**src/rtl/sprite_pkg.sv**
```systemverilog
package sprite_pkg;

    // ------------------------------------------------------------------------
    // Fighter state and counters
    // ------------------------------------------------------------------------

    typedef enum logic [2:0] {
        POSE_STAND   = 3'd0,
        POSE_FORWARD = 3'd1,
        POSE_BACK    = 3'd2,
        POSE_PUNCH   = 3'd3,
        POSE_KICK    = 3'd4
    } pose_t;

    typedef logic [2:0]  frame_t;      // Animation frame index
    typedef logic [2:0]  tick_t;       // Vsync periods inside one frame
    typedef logic [17:0] rom_addr_t;   // Sprite or backdrop ROM word
    typedef logic [3:0]  channel_t;
    typedef logic [11:0] color_t;      // R in [11:8], G in [7:4], B in [3:0]

    localparam int TICKS_PER_FRAME = 7;
    localparam int STAND_HEIGHT    = 112;   // Native height of the upright box

    // Magenta marks see-through sprite pixels
    localparam color_t KEY_COLOR = 12'hF0F;

    // ------------------------------------------------------------------------
    // Per-pose art tables, indexed by pose_t
    // ------------------------------------------------------------------------

    //                               stand fwd back punch kick
    localparam int POSE_WIDTH  [5] = '{80,  96,  80,  128,  102};
    localparam int POSE_HEIGHT [5] = '{112, 112, 112, 96,   112};
    localparam int POSE_FRAMES [5] = '{6,   4,   4,   4,    5};

endpackage

```
**src/rtl/video_geom_pkg.sv**
```systemverilog
package video_geom_pkg;

    // ------------------------------------------------------------------------
    // Coordinate types
    // ------------------------------------------------------------------------

    typedef logic [9:0]  screen_coord_t;    // Visible pixel position
    typedef logic [10:0] world_coord_t;     // Fighter position and scroll offset
    typedef logic [9:0]  native_coord_t;    // ROM pixel, screen coordinate halved

    // ------------------------------------------------------------------------
    // Geometry
    // ------------------------------------------------------------------------

    // Every ROM pixel is drawn as a 2x2 block on screen
    localparam int PIXEL_SCALE = 2;

    localparam int BACKDROP_WIDTH        = 191;    // Native columns in backdrop art
    localparam int BACKDROP_MIRROR_START = 321;    // First mirrored world column
    localparam int BACKDROP_MIRROR_END   = 512;    // End of mirrored stretch

endpackage

```
**src/rtl/anim_counter.sv**
```systemverilog
`timescale 1ns/1ps

module anim_counter (
    input  logic               vsync,
    input  logic               reset,
    input  sprite_pkg::pose_t  pose,
    input  logic               pose_restart,
    output sprite_pkg::frame_t frame,
    output logic               anim_done
);
    import sprite_pkg::*;

    tick_t  tick;
    frame_t last_frame;

    assign last_frame = frame_t'(POSE_FRAMES[pose] - 1);

    always_ff @(posedge vsync or posedge reset) begin
        if (reset) begin
            tick  <= '0;
            frame <= '0;
        end else if (pose_restart) begin
            tick  <= '0;
            frame <= '0;
        end else if (tick == tick_t'(TICKS_PER_FRAME - 1)) begin
            tick <= '0;
            if (frame >= last_frame) begin
                frame <= '0;                    // Loop the animation
            end else begin
                frame <= frame + 1'b1;
            end
        end else begin
            tick <= tick + 1'b1;
        end
    end

    // Counters still belong to the old pose until the restart edge
    assign anim_done = !pose_restart && (frame == last_frame)
                     && (tick == tick_t'(TICKS_PER_FRAME - 1));

    a_frame_in_range: assert property (@(posedge vsync) disable iff (reset)
        !pose_restart |-> (int'(frame) < POSE_FRAMES[pose]));

endmodule

```
**src/rtl/backdrop_addr.sv**
```systemverilog
`timescale 1ns/1ps

module backdrop_addr (
    input  video_geom_pkg::screen_coord_t draw_x,
    input  video_geom_pkg::screen_coord_t draw_y,
    input  video_geom_pkg::world_coord_t  scroll_x,
    output sprite_pkg::rom_addr_t         backdrop_addr
);
    import video_geom_pkg::*;
    import sprite_pkg::*;

    logic [11:0]   world_x;
    logic [10:0]   column;     // Native world column
    native_coord_t src_col;
    native_coord_t row;

    always_comb begin
        world_x = {2'b00, draw_x} + {1'b0, scroll_x};
        column  = 11'(world_x / PIXEL_SCALE);

        if (column >= 11'(BACKDROP_MIRROR_START) && column < 11'(BACKDROP_MIRROR_END)) begin
            src_col = native_coord_t'(BACKDROP_WIDTH - 1
                                      - (int'(column) - BACKDROP_MIRROR_START));
        end else begin
            src_col = native_coord_t'(column % 11'(BACKDROP_WIDTH));   // Tile repeats
        end

        row = native_coord_t'(draw_y / PIXEL_SCALE);
        backdrop_addr = rom_addr_t'(row) * rom_addr_t'(BACKDROP_WIDTH) + rom_addr_t'(src_col);
    end

endmodule

```
**src/rtl/pixel_compositor.sv**
```systemverilog
`timescale 1ns/1ps

module pixel_compositor (
    input  logic                 blank,
    input  logic                 sprite_hit,
    input  sprite_pkg::color_t   sprite_pixel,
    input  sprite_pkg::color_t   backdrop_pixel,
    output sprite_pkg::channel_t red,
    output sprite_pkg::channel_t green,
    output sprite_pkg::channel_t blue
);
    import sprite_pkg::*;

    color_t shown;

    always_comb begin
        if (blank) begin
            shown = '0;                         // Black outside active video
        end else if (sprite_hit && sprite_pixel != KEY_COLOR) begin
            shown = sprite_pixel;               // Fighter in front of backdrop
        end else begin
            shown = backdrop_pixel;
        end
    end

    assign red   = shown[11:8];
    assign green = shown[7:4];
    assign blue  = shown[3:0];

    always_comb begin
        if (blank) begin
            a_blank_black: assert ({red, green, blue} == 12'h000);
        end
    end

endmodule

```
**src/rtl/pose_fsm.sv**
```systemverilog
`timescale 1ns/1ps

module pose_fsm (
    input  logic              vsync,
    input  logic              reset,
    input  logic              forward,
    input  logic              back,
    input  logic              punch,
    input  logic              kick,
    input  logic              anim_done,
    output sprite_pkg::pose_t pose,
    output logic              pose_restart
);
    import sprite_pkg::*;

    pose_t pose_next;
    logic  attacking;

    assign attacking = (pose == POSE_PUNCH) || (pose == POSE_KICK);

    always_comb begin
        if (attacking && !anim_done) begin
            pose_next = pose;                   // Attack plays to the end
        end else if (forward) begin
            pose_next = POSE_FORWARD;
        end else if (back) begin
            pose_next = POSE_BACK;
        end else if (punch) begin
            pose_next = POSE_PUNCH;
        end else if (kick) begin
            pose_next = POSE_KICK;
        end else begin
            pose_next = POSE_STAND;
        end
    end

    always_ff @(posedge vsync or posedge reset) begin
        if (reset) begin
            pose         <= POSE_STAND;
            pose_restart <= 1'b0;
        end else begin
            pose         <= pose_next;
            pose_restart <= (pose_next != pose);   // One frame flag to restart animation
        end
    end

    // An unfinished punch or kick cannot be interrupted by any button
    a_attack_commit: assert property (@(posedge vsync) disable iff (reset)
        ((pose == POSE_PUNCH || pose == POSE_KICK) && !anim_done) |=> $stable(pose));

endmodule

```
**src/rtl/sprite_mapper.sv**
```systemverilog
`timescale 1ns/1ps

module sprite_mapper (
    input  logic                          vsync,
    input  logic                          reset,
    input  logic                          forward,
    input  logic                          back,
    input  logic                          punch,
    input  logic                          kick,
    input  video_geom_pkg::world_coord_t  fighter_x,
    input  video_geom_pkg::world_coord_t  fighter_y,
    input  video_geom_pkg::world_coord_t  scroll_x,
    input  video_geom_pkg::screen_coord_t draw_x,
    input  video_geom_pkg::screen_coord_t draw_y,
    input  logic                          blank,
    input  sprite_pkg::color_t            sprite_pixel,
    input  sprite_pkg::color_t            backdrop_pixel,
    output sprite_pkg::pose_t             sprite_pose,
    output sprite_pkg::rom_addr_t         sprite_addr,
    output sprite_pkg::rom_addr_t         backdrop_addr,
    output sprite_pkg::channel_t          red,
    output sprite_pkg::channel_t          green,
    output sprite_pkg::channel_t          blue
);
    import sprite_pkg::*;

    logic   pose_restart;
    logic   anim_done;
    logic   sprite_hit;
    frame_t frame;

    // ------------------------------------------------------------------------
    // Frame path, advances once per vsync
    // ------------------------------------------------------------------------

    pose_fsm i_pose_fsm (
        .vsync        (vsync),
        .reset        (reset),
        .forward      (forward),
        .back         (back),
        .punch        (punch),
        .kick         (kick),
        .anim_done    (anim_done),
        .pose         (sprite_pose),
        .pose_restart (pose_restart)
    );

    anim_counter i_anim_counter (
        .vsync        (vsync),
        .reset        (reset),
        .pose         (sprite_pose),
        .pose_restart (pose_restart),
        .frame        (frame),
        .anim_done    (anim_done)
    );

    // ------------------------------------------------------------------------
    // Pixel path, combinational from draw position to colour
    // ------------------------------------------------------------------------

    sprite_window i_sprite_window (
        .draw_x      (draw_x),
        .draw_y      (draw_y),
        .fighter_x   (fighter_x),
        .fighter_y   (fighter_y),
        .scroll_x    (scroll_x),
        .pose        (sprite_pose),
        .frame       (frame),
        .sprite_hit  (sprite_hit),
        .sprite_addr (sprite_addr)
    );

    backdrop_addr i_backdrop_addr (
        .draw_x        (draw_x),
        .draw_y        (draw_y),
        .scroll_x      (scroll_x),
        .backdrop_addr (backdrop_addr)
    );

    pixel_compositor i_pixel_compositor (
        .blank          (blank),
        .sprite_hit     (sprite_hit),
        .sprite_pixel   (sprite_pixel),
        .backdrop_pixel (backdrop_pixel),
        .red            (red),
        .green          (green),
        .blue           (blue)
    );

endmodule

```
**src/rtl/sprite_window.sv**
```systemverilog
`timescale 1ns/1ps

module sprite_window (
    input  video_geom_pkg::screen_coord_t draw_x,
    input  video_geom_pkg::screen_coord_t draw_y,
    input  video_geom_pkg::world_coord_t  fighter_x,
    input  video_geom_pkg::world_coord_t  fighter_y,
    input  video_geom_pkg::world_coord_t  scroll_x,
    input  sprite_pkg::pose_t             pose,
    input  sprite_pkg::frame_t            frame,
    output logic                          sprite_hit,
    output sprite_pkg::rom_addr_t         sprite_addr
);
    import video_geom_pkg::*;
    import sprite_pkg::*;

    logic [7:0]         width;
    logic [7:0]         height;
    logic signed [12:0] box_left;
    logic signed [12:0] box_top;
    logic signed [12:0] off_x;
    logic signed [12:0] off_y;
    logic               in_x;
    logic               in_y;
    native_coord_t      col;
    native_coord_t      row;
    rom_addr_t          frame_base;

    // ------------------------------------------------------------------------
    // Box position
    // ------------------------------------------------------------------------

    always_comb begin
        width  = 8'(POSE_WIDTH[pose]);
        height = 8'(POSE_HEIGHT[pose]);

        box_left = $signed({2'b00, fighter_x}) - $signed({2'b00, scroll_x});
        // Short poses sit on the same floor line as the standing box
        box_top  = $signed({2'b00, fighter_y})
                 + 13'(PIXEL_SCALE * (STAND_HEIGHT - int'(height)));

        off_x = $signed({3'b000, draw_x}) - box_left;
        off_y = $signed({3'b000, draw_y}) - box_top;
    end

    // ------------------------------------------------------------------------
    // Hit test and ROM address
    // ------------------------------------------------------------------------

    always_comb begin
        in_x = (off_x >= 0) && (off_x < $signed(13'(PIXEL_SCALE * int'(width))));
        in_y = (off_y >= 0) && (off_y < $signed(13'(PIXEL_SCALE * int'(height))));
        sprite_hit = in_x && in_y;

        col = native_coord_t'(off_x / PIXEL_SCALE);   // Native pixel inside the box
        row = native_coord_t'(off_y / PIXEL_SCALE);

        // Frames are stored back to back in the pose's ROM
        frame_base = rom_addr_t'(frame) * rom_addr_t'(width) * rom_addr_t'(height);

        if (sprite_hit) begin
            sprite_addr = rom_addr_t'(width) * rom_addr_t'(row) + rom_addr_t'(col)
                        + frame_base;
        end else begin
            sprite_addr = '0;
        end
    end

endmodule

```
**config.mk**
```make
export PLATFORM = sky130hd
export DESIGN_NAME = sprite_mapper
export DESIGN_NICKNAME = d
export VERILOG_FILES = /design/src/rtl/sprite_pkg.sv /design/src/rtl/video_geom_pkg.sv /design/src/rtl/anim_counter.sv /design/src/rtl/backdrop_addr.sv /design/src/rtl/pixel_compositor.sv /design/src/rtl/pose_fsm.sv /design/src/rtl/sprite_mapper.sv /design/src/rtl/sprite_window.sv
export SDC_FILE = /design/constraint.sdc
export NUM_CORES = 1
export LEC_CHECK = 0
export BUFFER_PORTS_ARGS = -buffer_cell sky130_fd_sc_hd__buf_2
export CORE_AREA = 8 8 198 200
export CTS_CLUSTER_SIZE = 16
export DETAILED_ROUTE_END_ITERATION = 8
export DIE_AREA = 0 0 206 208
export SLEW_MARGIN = 20
export SYNTH_ARGS = -nofsm -noshare
export SYNTH_HDL_FRONTEND = slang
export SYNTH_SLANG_ARGS = --single-unit
```
**constraint.sdc**
```tcl
create_clock -name vsync -period 9.5 [get_ports vsync]
set_input_delay 0.475 -clock vsync [delete_from_list [all_inputs] [get_ports vsync]]
set_output_delay 0.475 -clock vsync [all_outputs]
set_load 0.01 [all_outputs]
```
Yosys cells after proc, flatten, opt, wreduce, memory -nomap -nowiden
Memory sizes are Yosys's and may differ from the RTL's.
Index checks and enable logic that the tools add are counted.
- register bits after elaboration: 10
- memory bits (read-only): 768
- bits of input ports: 84
- output and inout bits: 51
- word-level logic and storage cells: 77
- memories: 3
- add/subtract/negate cells: 16
- $mul: 4
- divide/modulo/power cells: 1
- $lt $le $gt $ge: 8
- equality and inequality tests: 6
- muxes and demuxes: 20
- bitwise operators: 3
- reductions and logical operators: 12
- memory list (memory ; depth ; bits a word ; read ports ; clocked after Yosys merged registers in ; wr ports ; line ; RTL):
    (no name shown) ; 8 ; 32 ; 1 ; 0 ; 0 ; anim_counter.sv:16 ; assign last_frame = frame_t'(POSE_FRAMES[pose] - 1);
    (no name shown) ; 8 ; 32 ; 1 ; 0 ; 0 ; sprite_window.sv:35 ; height = 8'(POSE_HEIGHT[pose]);
    (no name shown) ; 8 ; 32 ; 1 ; 0 ; 0 ; sprite_window.sv:34 ; width = 8'(POSE_WIDTH[pose]);
- operator list (cell ; count):
    $add 18x10->18 ; 2
    $mux 3 ; 12
    $mux 8 ; 4
    $ge 13x1->1 const B ; 2
    $lt 13x10->1 ; 2
    $mux 12 ; 2
    $add 10x1->10 ; 2
    $add 18x18->18 ; 1
    $mul 11x8->18 ; 1
    $mul 8x10->18 ; 1
    $mux 18 ; 1
    $mul 9x8->17 const B ; 1
    $add 12x13->13 ; 1
    $sub 11x12->13 ; 1
    $sub 11x13->13 ; 1
    $add 10x11->12 ; 1
    $ne 12x12->1 const B ; 1
    $sub 11x11->12 ; 1
    $ge 11x9->1 const B ; 1
    $lt 11x10->1 const B ; 1
    $mod 11x8->11 const B ; 1
    $mul 3x8->11 ; 1
    $mux 10 ; 1
    $sub 10x9->10 const B ; 1
    other kinds (16) ; 27

Logic depth before layout (Yosys ltp)
- depth after elaboration: 13
- mapped depth: 42
- mapped depth without buffers: 42

Cells and area by module
From an unflattened synthesis, not the netlist that was laid out.
- cell total of the unflattened synthesis: 1412
- area, all modules: 11383.4 µm²
- modules (own cells, without submodules) (module ; times used ; cells each ; area each (µm²) ; seq. area each (µm²)):
    sprite_window ; 1 ; 813 ; 6480.0 ; 0.0
    backdrop_addr ; 1 ; 474 ; 3858.7 ; 0.0
    anim_counter ; 1 ; 44 ; 405.4 ; 150.1
    pixel_compositor ; 1 ; 47 ; 361.6 ; 0.0
    pose_fsm ; 1 ; 34 ; 277.8 ; 100.1

Worst setup path after synthesis
OpenSTA, ideal clock, no wires.
- path type: register to output
- start: register i_pose_fsm.pose[2]
- end: output port sprite_addr[17]
- arrival: 8.690 ns
- required time: 9.025 ns
- path slack: 0.335 ns
- cell stages (with the launch flop): 40
- buffers on the path: 2
- cell sequence: dfrtp_1 > clkbuf_1 > inv_1 > nand3_1 > clkbuf_1 > fa_1 > ha_1 > a21oi_1 > o21ai_0 > a21oi_1 > o21bai_1 > a21oi_1 > a2bb2oi_1 > nor2b_1 > ha_1 > ha_1 > nand3_1 > nor3_1 > [4 not listed] > fa_1 > ha_1 > ha_1 > fa_1 > fa_1 > ha_1 > a21boi_0 > o21ai_0 > a21boi_0 > o21ai_0 > a21boi_0 > o21ai_0 > a21boi_0 > o21ai_0 > a21boi_0 > o21ai_0 > a21oi_1 > a31o_2
- cells in the longest elaborated chain, start to end: 13
- elaborated cells on any way between the ends: 24
- classes of those cells: 6 x add/sub; 3 x mul; 3 x order compare; 5 x mux; 2 x bitwise; 3 x reduce/logical; 2 x memory
- RTL lines (what ; line ; RTL):
    start, declared ; pose_fsm.sv:11 ; output sprite_pkg::pose_t pose,
    start signal, assigned ; pose_fsm.sv:42 ; pose <= pose_next;
    $not 3->4 (not written as such) (*) ; sprite_window.sv:34, sprite_window.sv:35 ;
    $mem_v2 8x32 ; - ;
    $mux 8 (not written as such) (2 in a row) ; sprite_window.sv:35 ;
    $sub 7x8->9 ; sprite_window.sv:40 ; + 13'(PIXEL_SCALE * (STAND_HEIGHT - int'(height)));
    $add 12x13->13 ; sprite_window.sv:40 ;
    $sub 11x13->13 ; sprite_window.sv:43 ; off_y = $signed({3'b000, draw_y}) - box_top;
    $and 1x1->1 (no source line) ; - ;
    $add 10x1->10 (no source line) ; - ;
    $mul 8x10->18 ; sprite_window.sv:62 ; sprite_addr = rom_addr_t'(width) * rom_addr_t'(row) + rom_addr_t'(col)
    $add 18x10->18 ; sprite_window.sv:62 ;
    $add 18x18->18 ; sprite_window.sv:63 ; + frame_base;
    $mux 18 (*) ; sprite_window.sv:61 ; if (sprite_hit) begin
    end, declared ; sprite_mapper.sv:19 ; output sprite_pkg::rom_addr_t sprite_addr,
Every way passes the cells marked *; elsewhere a longest branch is shown, timed or not. The select of a mux whose other input is x is not followed.

Worst setup path in the final report
- start: register i_pose_fsm.pose[2]
- end: output port sprite_addr[16]
The elaborated chain is that of the path after synthesis.

==> results.toml <==
[global_routing]
antenna_found_initial = 1
grt_use_total_pct = 12.4
grt_first_pass_wirelength_mm = 45.4
grt_overflow = 0
first_global_vias = 9488
grt_max_degree = 23

[clock_tree]
cts_tree = "done"
h-tree-depth = 1
cts_buffers = 3
insertion_delay_ps = 240
cts_root_buf = "clkbuf_16"
cts.clk_slew.worst_paths_ps = 40
clk_path_buf_depth = 2
cts.sinks = 10

[detailed_routing]
routed_wl_mm = 27.1
ant_nets = 0
viasPerCell = 4.68
drc = 0
dr.pass1.iters = 5
wl_per_cell_um = 13.8
dr_total_vias = 9143
dr.first_iter.drc_count = 294

[critical_path]
start_kind = "flip-flop"
crit_path_end_kind = "output port"
required_ps = 9030
path_max_fanout = 5
cp_slowest_cell = "fa_1"
ff2ff_path_depth = 10
arrival_ps = 8500
crit_path_max_incr_delay_ps = 520
cp_common_cell = "fa_1"
critPathKind = "flip-flop to output port"

[sta]
max_freq_mhz = 111
slew_viol_final = 0
skew_ps = 1.49
rsz0062_at_grt = "true"
hold_viol_final = 0
relSlewSlack_pct = 42.4
finalSetupViolations = 0
finalCritPeriodShare_pct = 94.5
whs_ps = 208
fin_crit_ps = 8980
tightest_slew_ps = 852

[synthesis]
synthesis.area_sq_um = 10600
yosys.area.top_type = "ha_1"
synth-async-reset-ratio_pct = 100
synth_nets = 1706
yosysMostFrequentCell = "inv_1"
synth_commonest_cells = "281 x inv_1, 208 x ha_1, 107 x fa_1"
syn_inst = 1307
yosysSeqAreaShare_pct = 2.35
synth_top_area_share_pct = 24.4
ys_top_cells_by_area = "ha_1 24%, fa_1 20%, inv_1 9.9%"
synth_flop_cell = "dfrtp_1"
synth.avg_cell_area_sq_um = 8.15
ys_seq_elements = 10
yosys_warnings = 0
synth_cell_type_count = 79
synth_edf_count = 0

[cells_and_area]
antenna_cells = 0
drive_gt1_share_pct = 18.4
num-nets-final = 1886
multi_input_area_sq_um = 9360
seq_area_sq_um = 250
area_growth_pct = 17.2
nFillCells = 3780

[placement]
gp_congestion = 0.835
io_buffers = 134
dp_hpwl_mm = 24.2

[power_and_ir_drop]
finalPower_uw = 3230
leakagePower_uw = 0.00688
powerDensity_nw_per_um2 = 259
irDropWorstVdd_uv = 470

[floorplan]
pin_count = 135
fp.coreArea_sq_um = 36100
die_y_um = 208
rows = 70
die_area_sq_um = 42800
start_util_pct = 29.5
chipWidth_um = 206

[job]
maxCapViolations = 0

[status]
status = "complete, no violations"

[worst_hold_path]
hold_path.class = "input port to async pin"
-- cell type report --
| cell class | count | area share [%] |
|---|---|---|
| multi-input combinational | 994 | 75.0 |
| sequential | 10 | 2.01 |
| inverter | 282 | 8.48 |
| tap | 468 | 4.69 |
| clock buffer | 4 | 0.712 |
| timing repair buffer | 196 | 9.10 |
-- power breakdown --
group	total [uW]	internal, uW	switching (uW)
logic	3080	1390	1690
registers	66.2	52.6	13.6
clock network	85.5	63.5	22.0
total	3230	1510	1720
-- registers in the layout, summed over array words and instances (netlist names) --
name / cells
i_anim_counter.frame: 3
i_anim_counter.tick: 3
i_pose_fsm.pose: 3
i_pose_fsm.pose_restart: 1
-- final timing paths --
kind / from / to / slack [ps]
setup / recovery: i_pose_fsm.pose[2] / sprite_addr[16] / 520
hold / removal: reset / i_pose_fsm.pose[2] / 210
setup reg to reg: i_pose_fsm.pose[0] / i_pose_fsm.pose_restart / 7050
hold reg to reg: i_anim_counter.tick[2] / i_anim_counter.tick[0] / 510
max in group asynchronous: reset / i_anim_counter.frame[0] / 9020
min in group vsync: forward / i_pose_fsm.pose[1] / 500
-- critical path: cells and delay by family (launching register included) --
| kind | cells | cell delay [ps] |
|---|---|---|
| AOI/OAI and AO/OA | 13 | 1920 |
| xor gates and xnor gates | 2 | 360 |
| adders and majority gates | 11 | 4220 |
| buffers and inverters | 8 | 880 |
| DFF | 1 | 370 |
| and+or+nand+nor | 5 | 530 |
-- cells in the final DEF, fill, tap and decap left out, drive strengths merged, types with 7 or more instances in the layout --
cell    instances
inv           282
ha            208
buf           196
fa            107
nand2          88
nor2           80
xnor2          63
a21oi          59
o21ai          58
and2           38
xor2           29
a21o           20
mux2i          20
and3           19
nand3          18
nor3           16
a21boi         15
nor2b          14
a211oi         12
nand2b         11
o21a           11
o21bai         11
dfrtp          10
nor3b           7
nand4           7
mux2            7
-- metal layers --
metal | vias to the layer above | track usage [%] | share of wire [%]
met4 | 2 | 1.54 | 1.5
met2 | 152 | 21.1 | 46
met1 | 4316 | 17.1 | 48
li1 | 4652 | - | -
met3 | 21 | 1.34 | 4.2
met5 | - | 0 | 0.048
-- logic make-up (layout without fill, tap and decap cells) --
| family | count (synthesis) | after routing | synth area share, % |
|---|---|---|---|
| compound gates | 233 | 233 | 15.7 |
| flops | 10 | 10 | 2.35 |
| fa+ha+maj | 315 | 315 | 44.6 |
| buf+inv | 303 | 482 | 11.0 |
| simple gates | 327 | 327 | 16.0 |
| xor+xnor | 92 | 92 | 7.78 |
| mux | 27 | 27 | 2.62 |
-- metrics by stage --
step	instance area [sq um]	TNS, ps	instances	setup WS, ps	util (%)
final	12500	0	1954	524	34.6
after global placement	12200	-98.9	1943	-91.7	33.8
after global routing	12500	-45.6	1954	-40.3	34.6
after CTS	12300	0	1949	43.4	34.2
after detailed placement	12200	-373	1943	-206	33.8
after floorplan	10600	0	1307	335	-
-- repair_timing --
action                     in CTS  in global routing
pin swaps                       2                 11
setup endpoints to repair       2                  7
resized for setup              11                 28
setup buffers                   2                  5
hold buffers                    0                  0
Note: power is estimated with default switching activity, not from simulation.
